==> src/design/uart_pkg.sv <==
package uart_pkg;

  // Channel count and its index width
  localparam int NUM_CH = 4;
  localparam int CH_W   = $clog2(NUM_CH);

  // Serial bit timing in clk cycles, any even value of 8 or more works
  localparam int CLKS_PER_BIT = 16;
  localparam int HALF_BIT     = CLKS_PER_BIT / 2;  // Start edge to middle of start bit
  localparam int TIC_W        = $clog2(CLKS_PER_BIT + 1);

  localparam int SYNC_STAGES = 2;  // Synchronizer depth

  typedef logic [7:0]       byte_t;     // One received data byte
  typedef logic [CH_W-1:0]  ch_idx_t;   // Channel number
  typedef logic [2:0]       bit_cnt_t;  // Data bit 0..7
  typedef logic [TIC_W-1:0] tic_cnt_t;  // Bit timer

  // Receiver FSM
  typedef enum logic [2:0] {
    IDLE,   // Line idle, waiting for start edge
    START,  // Confirm start bit at half a bit
    DATA,   // Eight data samples, LSB first
    STOP,   // Stop bit sample
    DONE    // One cycle done pulse
  } rx_state_t;

  // One receiver's result
  typedef struct packed {
    byte_t data;
    logic  ferr;  // Stop bit sampled low
  } rx_result_t;

  // One collected event
  typedef struct packed {
    ch_idx_t ch;
    byte_t   data;
    logic    ferr;
  } rx_event_t;

endpackage

==> src/design/rx_sync.sv <==
`timescale 1ns/1ns

module rx_sync (
  input  logic                      clk,
  input  logic                      rstn,
  input  logic [uart_pkg::NUM_CH-1:0] rx,   // Asynchronous serial lines
  output logic [uart_pkg::NUM_CH-1:0] rx_s  // Lines in the clk domain
);

  import uart_pkg::*;

  // One row of flops per stage, all lines side by side
  logic [NUM_CH-1:0] sync_q [SYNC_STAGES];

  always_ff @(posedge clk) begin
    if (!rstn) begin
      // Preset to idle so leaving reset never looks like a start bit
      for (int s = 0; s < SYNC_STAGES; s++) begin
        sync_q[s] <= '1;
      end
    end else begin
      sync_q[0] <= rx;  // First stage may go metastable
      for (int s = 1; s < SYNC_STAGES; s++) begin
        sync_q[s] <= sync_q[s-1];
      end
    end
  end

  // Last stage is settled
  assign rx_s = sync_q[SYNC_STAGES-1];

endmodule

==> src/design/uart_rx.sv <==
`timescale 1ns/1ns

module uart_rx (
  input  logic                 clk,
  input  logic                 rstn,
  input  logic                 rx,    // Synchronized serial line
  output uart_pkg::rx_result_t res,   // Byte and framing error
  output logic                 done   // res valid, one cycle
);

  import uart_pkg::*;

  rx_state_t state_q;
  rx_state_t state_d;
  tic_cnt_t  tic_q;       // Bit timer
  bit_cnt_t  bit_cnt_q;   // Data bits taken so far
  byte_t     shreg_q;     // Shift register, LSB arrives first
  logic      half_tic;    // Middle of start bit
  logic      bit_tic;     // One full bit since last restart
  logic      tic_restart;

  assign half_tic = (tic_q == tic_cnt_t'(HALF_BIT - 1));
  assign bit_tic  = (tic_q == tic_cnt_t'(CLKS_PER_BIT - 1));

  // Next state
  always_comb begin
    state_d = state_q;
    case (state_q)
      IDLE: begin
        if (!rx) begin
          state_d = START;  // Falling edge seen
        end
      end
      START: begin
        if (half_tic) begin
          // High again at mid start bit means a glitch
          state_d = rx ? IDLE : DATA;
        end
      end
      DATA: begin
        if (bit_tic && (bit_cnt_q == bit_cnt_t'(7))) begin
          state_d = STOP;
        end
      end
      STOP: begin
        if (bit_tic) begin
          state_d = DONE;
        end
      end
      DONE:    state_d = IDLE;
      default: state_d = IDLE;
    endcase
  end

  // Timer restarts on every state change and between data bits
  assign tic_restart = (state_d != state_q) || ((state_q == DATA) && bit_tic);

  always_ff @(posedge clk) begin
    if (!rstn) begin
      state_q   <= IDLE;
      tic_q     <= '0;
      bit_cnt_q <= '0;
    end else begin
      state_q <= state_d;

      if (tic_restart) begin
        tic_q <= '0;
      end else if (state_q != IDLE) begin
        tic_q <= tic_q + tic_cnt_t'(1);
      end

      // Wraps back to 0 after bit 7
      if (state_q == IDLE) begin
        bit_cnt_q <= '0;
      end else if ((state_q == DATA) && bit_tic) begin
        bit_cnt_q <= bit_cnt_q + bit_cnt_t'(1);
      end
    end
  end

  // Data path
  always_ff @(posedge clk) begin
    if ((state_q == DATA) && bit_tic) begin
      shreg_q <= {rx, shreg_q[7:1]};  // New bit enters at the top
    end
    if ((state_q == STOP) && bit_tic) begin
      res.data <= shreg_q;
      res.ferr <= ~rx;  // Stop bit must be high
    end
  end

  // Pulse in the cycle after the stop sample
  assign done = (state_q == DONE);

endmodule

==> src/design/rx_collect.sv <==
`timescale 1ns/1ns

module rx_collect (
  input  logic                        clk,
  input  logic                        rstn,
  input  uart_pkg::rx_result_t        res [uart_pkg::NUM_CH],  // Receiver results
  input  logic [uart_pkg::NUM_CH-1:0] done,                    // Result strobes
  output uart_pkg::rx_event_t         evt,
  output logic                        evt_valid
);

  import uart_pkg::*;

  rx_result_t        hold_q [NUM_CH];  // One deep slot per channel
  logic [NUM_CH-1:0] pend_q;           // Slot holds an unsent result
  ch_idx_t           last_q;           // Channel served last
  ch_idx_t           sel;
  logic              sel_vld;

  // Round robin, search starts one past the last winner
  always_comb begin
    ch_idx_t cand;
    sel_vld = 1'b0;
    sel     = last_q;
    for (int k = 1; k <= NUM_CH; k++) begin
      cand = ch_idx_t'((int'(last_q) + k) % NUM_CH);
      if (!sel_vld && pend_q[cand]) begin
        sel_vld = 1'b1;
        sel     = cand;
      end
    end
  end

  always_ff @(posedge clk) begin
    if (!rstn) begin
      pend_q    <= '0;
      last_q    <= ch_idx_t'(NUM_CH - 1);  // Channel 0 goes first
      evt_valid <= 1'b0;
    end else begin
      evt_valid <= sel_vld;
      if (sel_vld) begin
        pend_q[sel] <= 1'b0;
        last_q      <= sel;
      end
      // A new result wins over the clear of the same slot
      for (int i = 0; i < NUM_CH; i++) begin
        if (done[i]) begin
          pend_q[i] <= 1'b1;
        end
      end
    end
  end

  // Slots and output payload
  always_ff @(posedge clk) begin
    for (int i = 0; i < NUM_CH; i++) begin
      if (done[i]) begin
        hold_q[i] <= res[i];
      end
    end
    if (sel_vld) begin
      evt.ch   <= sel;
      evt.data <= hold_q[sel].data;
      evt.ferr <= hold_q[sel].ferr;
    end
  end

endmodule

==> src/design/uart_rx_bank.sv <==
`timescale 1ns/1ns

module uart_rx_bank (
  input  logic                        clk,
  input  logic                        rstn,
  input  logic [uart_pkg::NUM_CH-1:0] rx,        // Serial lines, idle high
  output uart_pkg::rx_event_t         evt,       // Tagged byte
  output logic                        evt_valid  // evt strobe
);

  import uart_pkg::*;

  logic [NUM_CH-1:0] rx_s;             // Synchronized lines
  rx_result_t        rx_res [NUM_CH];  // Per channel result
  logic [NUM_CH-1:0] rx_done;          // Per channel result strobe

  rx_sync u_sync (
    .clk  (clk),
    .rstn (rstn),
    .rx   (rx),
    .rx_s (rx_s)
  );

  // One receiver per line
  for (genvar i = 0; i < NUM_CH; i++) begin : g_rx
    uart_rx u_rx (
      .clk  (clk),
      .rstn (rstn),
      .rx   (rx_s[i]),
      .res  (rx_res[i]),
      .done (rx_done[i])
    );
  end

  // Merge into one event stream
  rx_collect u_collect (
    .clk       (clk),
    .rstn      (rstn),
    .res       (rx_res),
    .done      (rx_done),
    .evt       (evt),
    .evt_valid (evt_valid)
  );

endmodule

==> config.mk <==
export PLATFORM = sky130hd
export DESIGN_NAME = uart_rx_bank
export DESIGN_NICKNAME = d
export VERILOG_FILES = /design/src/design/uart_pkg.sv /design/src/design/rx_sync.sv /design/src/design/uart_rx.sv /design/src/design/rx_collect.sv /design/src/design/uart_rx_bank.sv
export SDC_FILE = /design/constraint.sdc
export NUM_CORES = 1
export LEC_CHECK = 0
export ABC_CLOCK_PERIOD_IN_PS = 2150
export BUFFER_PORTS_ARGS = -buffer_cell sky130_fd_sc_hd__buf_2
export CAP_MARGIN = 10
export CELL_PAD_IN_SITES_DETAIL_PLACEMENT = 1
export CELL_PAD_IN_SITES_GLOBAL_PLACEMENT = 1
export CORE_MARGIN = 2
export CORE_UTILIZATION = 25
export DETAILED_ROUTE_END_ITERATION = 8
export HOLD_SLACK_MARGIN = 0.08
export MAX_ROUTING_LAYER = met4
export PLACE_DENSITY = 0.45
export SYNTH_ARGS = -nofsm -noshare
export SYNTH_HDL_FRONTEND = slang
export SYNTH_SLANG_ARGS = --single-unit
export TNS_END_PERCENT = 10
==> constraint.sdc <==
create_clock -name clk -period 2.15 [get_ports clk]
set_clock_uncertainty 0.1 [all_clocks]
set_input_delay 0.3225 -clock clk [delete_from_list [all_inputs] [get_ports clk]]
set_output_delay 0.3225 -clock clk [all_outputs]
set_load 0.005 [all_outputs]
After elaboration in Yosys (flattened, before gate mapping)
Memory sizes are Yosys's and may differ from the RTL's. A register that Yosys moved wholly into a read port is not among the register bits.
Index checks and enable logic that the tools add are counted.
- register bits after elaboration: 121
- memory bits (writable): 44
- input port bits: 6
- output and inout bits: 12
- logic and storage cells: 194
- memories: 2
- add/subtract/negate cells: 12
- $lt $le $gt $ge: 6
- equal/unequal tests: 32
- mux-type cells: 59
- bitwise logic cells: 9
- reductions and logical operators: 43
- memories (memory ; words ; width ; rd ports ; clocked after Yosys merged registers in ; wr ports ; RTL line ; text):
    u_collect.hold_q ; 4 ; 9 ; 1 ; 1 ; 4 ; rx_collect.sv:14 ; rx_result_t hold_q [NUM_CH];
    u_sync.sync_q ; 2 ; 4 ; 2 ; 0 ; 2 ; rx_sync.sv:13 ; logic [NUM_CH-1:0] sync_q [SYNC_STAGES];
- operator list (cell ; number):
    2-to-1 mux 3 bit ; 16
    case mux 3 bit (4 select lines) ; 4
    == test 3 x 2 -> 1 bit (second input constant) ; 8
    == test 3 bit (second input constant) ; 8
    2-to-1 mux 1 bit ; 23
    adder 5 x 1 -> 5 bit (second input constant) ; 4
    == test 5 x 3 -> 1 bit (second input constant) ; 4
    == test 5 x 4 -> 1 bit (second input constant) ; 4
    logical AND 1 bit ; 16
    2-to-1 mux 2 bit ; 8
    OR reduction 2 bit ; 8
    less-than comparator 2 x 3 -> 1 bit (second input constant) ; 5
    adder 3 x 1 -> 3 bit (second input constant) ; 4
    == test 3 x 1 -> 1 bit (second input constant) ; 4
    logical NOT 3 bit ; 4
    2-to-1 mux 4 bit ; 3
    != test 3 bit ; 4
    nonzero test 3 bit ; 4
    binary-select mux 1 bit (select 2 bit) ; 4
    nonzero test 2 bit ; 4
    inverter 1 bit ; 5
    adder 2 x 1 -> 2 bit (second input constant) ; 2
    adder 2 bit (second input constant) ; 2
    bitwise AND 4 bit ; 1
    6 further kinds ; 12

Longest topological paths before layout
Gate-level depths: netlist of the first run.
- depth in word-level cells: 21
- gate-level depth with buffers: 9
- depth with buffers taken out: 8

Modules after synthesis
Synthesis of the first run repeated with hierarchy kept, for this count alone.
- cell total of the unflattened synthesis: 453
- area total of the unflattened synthesis: 6771.5 sq um
- modules (own cells, without submodules) (module ; instances ; cells an instance ; area an instance (sq um) ; seq. area each (sq um)):
    uart_rx (g_rx[0].u_rx ...) ; 3 ; 79 ; 1123.6 ; 730.7
    rx_collect ; 1 ; 116 ; 2047.0 ; 1551.5
    uart_rx (g_rx[3].u_rx) ; 1 ; 80 ; 1113.6 ; 730.7
    rx_sync ; 1 ; 20 ; 240.2 ; 160.2

Least setup slack after synthesis of the first run
OpenSTA, ideal clock, no wires.
- kind: register to register
- start: register g_rx[3].u_rx.tic_q[0]
- end: register, netlist name g_rx[3].u_rx.res[0]
- setup time: 0.390 ns
- arrival time: 1.766 ns
- required time: 1.660 ns
- path slack: -0.106 ns
- stages on the path, launching flop included: 6
- path buffers: 0
- clock period less this slack: 2.256 ns
- cell sequence: dfxtp_1 ha_1 and3_1 ha_1 nand2_1 nor3b_1
- word-level cells in the longest chain between the ends: 2
- RTL lines (element ; RTL line ; text):
    from (decl) ; uart_rx.sv:15 ; tic_cnt_t tic_q;
    from (signal assigned) ; uart_rx.sv:69 ; tic_q <= tic_q + tic_cnt_t'(1);
    == test 5 x 4 -> 1 bit ; uart_rx.sv:23 ; assign bit_tic = (tic_q == tic_cnt_t'(CLKS_PER_BIT - 1));
    logical AND 1 bit ; uart_rx.sv:86 ; if ((state_q == STOP) && bit_tic) begin
No other way between the ends.
A chain may end at the register's enable or synchronous reset.

Worst setup path in the final report of the first run
- start: register g_rx[0].u_rx.tic_q[0]
- end: register g_rx[0].u_rx.tic_q[4]
- word-level cells in the longest chain between the ends: 7
- elaborated cells between the ends (all ways): 12
- classes of those cells: add/sub: 1; eq/ne: 3; mux: 4; reduce/logical: 4
- RTL lines (element ; RTL line ; text):
    from (decl) ; uart_rx.sv:15 ;
    from (signal assigned) ; uart_rx.sv:69 ;
    == test 5 x 4 -> 1 bit ; uart_rx.sv:23 ;
    logical AND 1 bit ; uart_rx.sv:41 ; if (bit_tic && (bit_cnt_q == bit_cnt_t'(7))) begin
    2-to-1 mux 3 bit ; uart_rx.sv:41 ;
    case mux 3 bit (4 select lines) ; uart_rx.sv:28 ; case (state_q)
    != test 3 bit ; uart_rx.sv:56 ; assign tic_restart = (state_d != state_q) || ((state_q == DATA) && bit_tic);
    logical OR 1 bit ; uart_rx.sv:56 ;
    OR reduction 2 bit (no line) ; -- ;
Parallel ways exist; a longest one is shown, timed or not.

==> results, run 1 <==
- The flow ran to the end, and the final reports show no timing, DRC or antenna violations.
- The final-layout worst hold slack is 156 ps.
- The power per cell area is 859 nW/um^2.
- After the first detailed-routing iteration, the DRC count stood at 209.
- A synthesized cell averages 14.5 um^2.
- The share of the Yosys chip area taken by registers is 71.1%.
- Yosys printed 0 warnings.
- The final number of setup-violating endpoints is 0.
- The portion of the clock cycle consumed by the worst path in the final layout is 96.5%.
- In the final layout, the share of cells above drive strength 1 is 15.6%.
- Global routing consumed, over all layers together, 9.61% of the routing resources.
- The proportion of netlist area held by the largest area contributor is 53.0%.
- The worst-case IR drop observed on VDD is 0.387 mV.
- The synthesized flop and latch total is 174.
- The end of the worst register-to-register path is g_rx[0].u_rx.tic_q[4].
- The library cell with the largest summed area after synthesis is edfxtp_1.
- In the post-synthesis netlist, the biggest area contributors are edfxtp_1 (53%), dfxtp_1 (18%), mux2i_1 (6.0%).
- The routed design could run at a clock period as short as 2080 ps.
- The routed wire length per instance is 14.3 um.
- The wire length after detailed routing is 12000 um.
- In this run the deepest clock path goes through 2 buffers.
- The number of failing hold endpoints at the final stage is 0.
- The number of nets handed over by synthesis was 473.
- The iteration count of the initial detailed-routing pass is 4.
- The clock insertion delay at the later pin of the skew report is 420 ps.
- The arrival time at the worst endpoint is 2320 ps.
- Setup repair after global routing could not meet its margin everywhere.
- The share of flip-flops with an asynchronous set or reset after synthesis is 0%.
- The number of distinct library cells after synthesis is 43.
- For this run the aggregate overflow at the end of global routing stands at 0.
- The worst-case hold path end point is u_sync.sync_q[0][0].
- The DRC violations left is 0.
- For the pin with the worst max-slew slack, the measured transition is 499 ps.
- In the post-route analysis, the smallest setup slack over all paths is 74.9 ps.
- The worst slack at placement is 47.9 ps.
- Counting flops with a built-in enable in the synthesized netlist gives 115.
- The residual antenna-violating net count after detailed routing is 0.
- STA classifies the critical path endpoint as a register.
- The clock drives 174 sinks.
- The worst pin sits at a relative slew slack of 66.4%.
- The detailed-route via count is 3478.
- The summed instance area of the synthesized netlist is 6520 um^2.
- The class of the tightest hold or removal check is in2reg.
- The most repeated cell in the gate-level netlist after synthesis is edfxtp_1.
- The die covers 27400 um^2.
- Synthesis produced a netlist whose cell count is 451.
- Data on the critical path is required at its endpoint by 2400 ps.
- The H-tree was split into 4 levels.
- After filler insertion, the fill cell instance count of the layout stands at 2771.
- The slack of the worst reg-to-reg path is 70 ps.
- The number of cells on the worst reg-to-reg path is 8.
- For this run, the post-layout net count is 515.
- The worst-path maximum fanout is 5.
- The number of cells after detailed placement is 804.
- For this design the top-level I/O count stands at 18.
- The startpoint of the tightest hold check path is rstn.
- The number of cell rows is 59.
- The first-pass GRT wire length is 19300 um.
- The number of antenna violations at the first check in global routing is 0.
- The number of buffers created by CTS is 17.
- The post-detailed-placement half-perimeter wirelength is 8320 um.
- The routed via count divided by cell count is 4.14.
- Clock-pin slew was measured on the worst setup and hold paths at 70 ps.
- By count the netlist is led by edfxtp_1 (115), dfxtp_1 (59), nor2_1 (42), mux2i_1 (39), nand2_1 (27).
- The starting density of the core is 25.2%.
- The number of antenna diodes is 0.
- The final number of max-transition violations is 0.
- The number of maximum-capacitance violations is 0.
- The reported leakage power is 0.00259 uW.
- The congestion estimate from routability-driven global placement came to 0.735.
- Measured along the x axis, the die boundary spans 166 um.
- During placement, the flow inserted port buffers numbering 17.
- STA classifies the critical path startpoint as a register.
- The core outline area is 25800 um^2.
- The final non-filler cell total is 841.
- The via count of the first global-routing pass came to 3769.
- The cell chosen for the clock root is clkbuf_16.
- The largest net degree at the start of global routing is 23.
- The TritonCTS clock tree is done.
- Based on the critical path, the design can be clocked at up to 482 MHz.
- The class of the most critical setup path is reg2reg.
- The origin of the critical flop-to-flop path is g_rx[0].u_rx.tic_q[0].
- The depth of the worst hold-timing path is 2.
- The y dimension of the die is 166 um.
- For this run, the leading register cell type out of synthesis is edfxtp_1.
- Relative to the synthesized area, the layout overhead comes to 18.1%.
==> state kept, by name, summed over array words and instances (netlist names) <==
signal	flops
g_rx.u_rx.shreg_q	32
g_rx.u_rx.state_q	12
g_rx.u_rx.tic_q	20
u_collect.pend_q	4
u_collect.evt	11
u_sync.sync_q	8
u_collect.last_q	2
g_rx.u_rx.res	36
u_collect.hold_q	36
g_rx.u_rx.bit_cnt_q	12
u_collect.evt_valid	1
==> through the flow <==
step	instance area [um^2]	utilization (%)	setup TNS, ps	power, uW
after floorplan	6530	-	-367	3710
after global placement	7080	27.4	0	3740
after detailed placement	7080	27.4	0	3750
after CTS	7680	29.7	0	6730
after global routing	7700	29.8	-76.3	6880
final	7700	29.8	0	6620
==> per-layer routing <==
| layer | vias to the layer above | global-route usage [%] | wire [um] |
|---|---|---|---|
| met2 | 36 | 16.3 | 6120 |
| met1 | 1711 | 11.1 | 5370 |
| li1 | 1717 | - | - |
| met4 | 0 | 3.68 | 172 |
| met5 | - | - | 0 |
| met3 | 14 | 2.25 | 342 |
==> final cells by class <==
| cell class | instances | area (um^2) | area share, % |
|---|---|---|---|
| Sequential cell | 174 | 4630 | 60.2 |
| Multi-Input combinational cell | 249 | 1760 | 22.9 |
| Clock buffer | 17 | 425 | 5.52 |
| Tap cell | 335 | 419 | 5.44 |
| Timing Repair Buffer | 38 | 278 | 3.61 |
| Clock inverter | 15 | 135 | 1.75 |
| Inverter | 13 | 48.8 | 0.634 |
==> how the worst max path moves through the flow <==
stage,startpoint,endpoint,cells after the start
5_1_grt,g_rx[0].u_rx.tic_q[0],g_rx[0].u_rx.tic_q[4],8
2_1_floorplan,g_rx[0].u_rx.tic_q[0],g_rx[0].u_rx.res[0],5
4_1_cts,g_rx[1].u_rx.tic_q[0],g_rx[1].u_rx.tic_q[4],8
3_5_place_dp,g_rx[1].u_rx.tic_q[0],g_rx[1].u_rx.tic_q[4],8
6_report,g_rx[0].u_rx.tic_q[0],g_rx[0].u_rx.tic_q[4],8
3_3_place_gp,g_rx[0].u_rx.tic_q[0],g_rx[0].u_rx.tic_q[4],8
==> what timing repair did <==
action | CTS | global route
buffers inserted | 0 | 1
hold endpoints to repair | 4 | 0
hold buffers | 4 | 0
resized for setup | 0 | 3
setup endpoints to repair | 0 | 12
==> logic make-up (layout without fill, tap and decap cells) <==
logic type	count (synthesis)	in the layout	synth area share, %
xor gates and xnor gates	16	16	2.15
adders and majority gates	16	16	3.07
muxes	39	39	5.99
and+or+nand+nor	147	147	12.3
AOI/OAI and AO/OA	31	31	3.20
DFF	174	174	71.1
buffers and inverters	28	83	2.24
==> critical path, stage by stage, from the launching register on <==
cell      delay (ps)
dfxtp_1          340
ha_1             230
and3_1           190
ha_1             210
and4bb_2         250
and2_4           160
nor3_1           190
o21ai_2          140
a211oi_2         190
==> power by group <==
part	total [uW]	internal (uW)	switching [uW]
sequential	3560	3540	21.1
combinational	116	51.9	64.4
clock	2940	1610	1330
==> cells in the final DEF (no fill, tap or decap), drive strengths merged, types with 3 or more instances in the layout <==
master,netlist,final
a211oi,6,6
clkbuf,6,17
clkinv,0,7
mux2i,39,39
nand2,27,27
nand2b,13,13
o21ai,10,10
o21a,3,3
nand4b,3,3
inv,13,18
xor2,8,8
ha,16,16
or3,6,6
dfxtp,59,59
and3,4,4
nand3b,3,3
nand3,3,3
a21oi,9,9
dlygate4sd3,0,4
buf,9,34
edfxtp,115,115
nand4,5,5
nor3b,8,8
nor3,14,14
nor2b,3,3
nor2,42,42
and2,8,8
xnor2,8,8
No activity file was read; power rests on OpenSTA's default activity.
==> run 2: changes to the inputs <==
--- a/config.mk
+++ b/config.mk
@@ -8,14 +8,13 @@
 export ABC_CLOCK_PERIOD_IN_PS = 2150
 export BUFFER_PORTS_ARGS = -buffer_cell sky130_fd_sc_hd__buf_2
 export CAP_MARGIN = 10
-export CELL_PAD_IN_SITES_DETAIL_PLACEMENT = 1
-export CELL_PAD_IN_SITES_GLOBAL_PLACEMENT = 1
 export CORE_MARGIN = 2
 export CORE_UTILIZATION = 25
 export DETAILED_ROUTE_END_ITERATION = 8
 export HOLD_SLACK_MARGIN = 0.08
 export MAX_ROUTING_LAYER = met4
-export PLACE_DENSITY = 0.45
+export PLACE_DENSITY = 0.4
+export REMOVE_ABC_BUFFERS = 1
 export SYNTH_ARGS = -nofsm -noshare
 export SYNTH_HDL_FRONTEND = slang
 export SYNTH_SLANG_ARGS = --single-unit
==> results, run 2 (synthesis results as in run 1) <==
- Result of the run: finished clean (unchanged).
- The number of antenna diodes is 0 (unchanged).
- The worst-path maximum fanout is 5 (unchanged).
- Most used cells in the layout excluding fill and tap cells: edfxtp_1 (115), dfxtp_1 (59), nor2_1 (42) (unchanged).
- The first-pass GRT wire length is 17300 um (was 19300 um).
- The post-route worst setup slack was 97.3 ps (was 74.9 ps).
- The highest ir drop seen on vdd is 0.538 mV (was 0.387 mV).
- The core outline area was 25800 um^2 (unchanged).
- The residual antenna-violating net count after detailed routing is 0 (unchanged).
- The required time at the worst-slack endpoint is 2390 ps (was 2400 ps).
- The post-detailed-placement half-perimeter wirelength is 7390 um (was 8320 um).
- The DRC violations left is 0 (unchanged).
- The class of the most critical setup path is reg2reg (unchanged).
- The die area is 27400 um^2 (unchanged).
- The iteration count of the initial detailed-routing pass came to 4 (unchanged).
- The startpoint of the tightest hold check path is rstn (unchanged).
- The number of top-level design ports is 18 (unchanged).
- The number of maximum-capacitance violations is 0 (unchanged).
- The number of cell rows was 59 (unchanged).
- The final non-filler cell total came to 842 (was 841).
- The number of cells after detailed placement is 805 (was 804).
- The origin of the worst setup path was g_rx[0].u_rx.tic_q[0] (unchanged).
- The origin of the critical flop-to-flop path is g_rx[0].u_rx.tic_q[0] (unchanged).
- The final number of max-transition violations is 0 (unchanged).
- The post-CTS clock slew at the launch and capture registers of the worst setup and hold paths is 70 ps (about the same).
- The minimum clock period is 2050 ps (was 2080 ps).
- The cell chosen for the clock root was clkbuf_16 (unchanged).
- The fmax was 487 MHz (was 482 MHz).
- The transition time at the pin with the least slew margin is 531 ps (was 499 ps).
- The area occupied by multi-input gates was 1740 um^2 (was 1760 um^2).
- The remaining global-route overflow is 0 (unchanged).
- RSZ-0062 raised after global routing: yes (unchanged).
- The number of H-tree levels came to 4 (unchanged).
- The number of antenna violations at the first check in global routing is 0 (unchanged).
- The portion of the clock cycle consumed by the worst path in the final layout is 95.5% (was 96.5%).
- The clock insertion delay at the later pin of the skew report is 430 ps (was 420 ps).
- The class of the tightest hold or removal check is in2reg (unchanged).
- The TritonCTS clock tree was done (unchanged).
- The die width was 166 um (unchanged).
- The final number of setup-violating endpoints is 0 (unchanged).
- The global-route usage over all layers is 8.67% (was 9.61%).
- The layout cell share with drive strength beyond 1 came to 15.6% (about the same).
- The largest net degree at the start of global routing is 23 (unchanged).
- The via count of the first global-routing pass is 3392 (was 3769).
- The clock sink count is 174 (unchanged).
- The net count reported at finish is 516 (was 515).
- The commonest non-fill, non-tap cell in the layout is edfxtp_1 (unchanged).
- The category of the worst setup path capture point is a register (unchanged).
- The number of buffers inserted by port buffering is 17 (unchanged).
- The starting density of the core was 25.2% (unchanged).
- The power per cell area is 863 nW/um^2 (was 859 nW/um^2).
- The startpoint type of the worst setup path is a register (unchanged).
- The final sum of negative setup slack is 0 ps (unchanged).
- The routed via count divided by cell count is 4.07 (was 4.14).
- The number of buffers created by CTS is 17 (unchanged).
- The routed wire length per instance is 12.7 um (was 14.3 um).
- The wire length after detailed routing is 10700 um (was 12000 um).
- The combined flip-flop and latch cell area is 4630 um^2 (unchanged).
- The area overhead of the layout relative to synthesis was 18.0% (was 18.1%).
- The arrival time at the worst endpoint is 2300 ps (was 2320 ps).
- The detailed-route via count is 3431 (was 3478).
- The worst slack at placement is 100 ps (was 47.9 ps).
- The y dimension of the die came to 166 um (unchanged).
- The final RePlAce weighted congestion is 0.741 (was 0.735).
- The maximum number of buffers from clock root to sink is 2 (unchanged).
- The final-layout worst hold slack was 142 ps (was 156 ps).
- The number of failing hold endpoints at the final stage was 0 (unchanged).
- The reported leakage power is 0.00258 uW (was 0.00259 uW).
- The starting DRC count in detailed routing was 176 (was 209).
- The normalized max-slew margin is 64.5% (was 66.4%).
- The total of fill cells in the finished design is 2597 (was 2771).
- Leading registers by flop count: g_rx.u_rx.res: 36 flops, u_collect.hold_q: 36 flops, g_rx.u_rx.shreg_q: 32 flops (unchanged).
## run 2: path summary, 6_finish.rpt
check,to,slack [ps],depth (start not counted)
worst max-delay path,g_rx[0].u_rx.tic_q[4],100,8
worst min-delay path,u_sync.sync_q[0][7],140,2
worst max register to register,g_rx[0].u_rx.tic_q[4],100,8
worst min register to register,u_sync.sync_q[0][4],310,1
## run 2: metal layers
layer | track usage (%) | share of wire, %
met5 | - | 0
met3 | 2.47 | 3.1
met4 | 4.58 | 2.0
met1 | 10.2 | 46
met2 | 13.4 | 48
## run 2: repair_timing
item	in CTS	in global routing
hold buffers	4	0
buffers inserted	0	1
gates resized for setup	0	1
endpoints found under the hold margin	4	0
setup endpoints to repair	0	5
## run 2: cell type report
| type | count | area share (%) |
|---|---|---|
| clock buffer | 18 | 5.58 |
| clock inverter | 14 | 1.95 |
| inverter | 13 | 0.634 |
| multi-input combinational | 249 | 22.6 |
| sequential | 174 | 60.2 |
| tap | 335 | 5.45 |
| timing repair buffer | 39 | 3.54 |
## run 2: critical path, cell delays in order (launching register included)
cell and delay (ps):
dfxtp_1 340, ha_1 230, and3_1 190, ha_1 220
and4bb_2 250, and2_4 160, nor3_1 170, o21ai_2 130
a211oi_2 190
## run 2: power breakdown
| part | internal, uW | switching [uW] |
|---|---|---|
| Sequential | 3540 | 20.5 |
| Combinational | 50.1 | 61.3 |
| Clock | 1630 | 1340 |
| Total | 5230 | 1420 |
## run 2: through the flow
stage                     cell area, um^2  util (%)  power (uW)
after floorplan                      6420         -        3700
after global routing                 7700      29.8        6910
final                                7700      29.8        6650
after global placement               7070      27.4        3740
after CTS                            7690      29.8        6760
after detailed placement             7070      27.4        3740
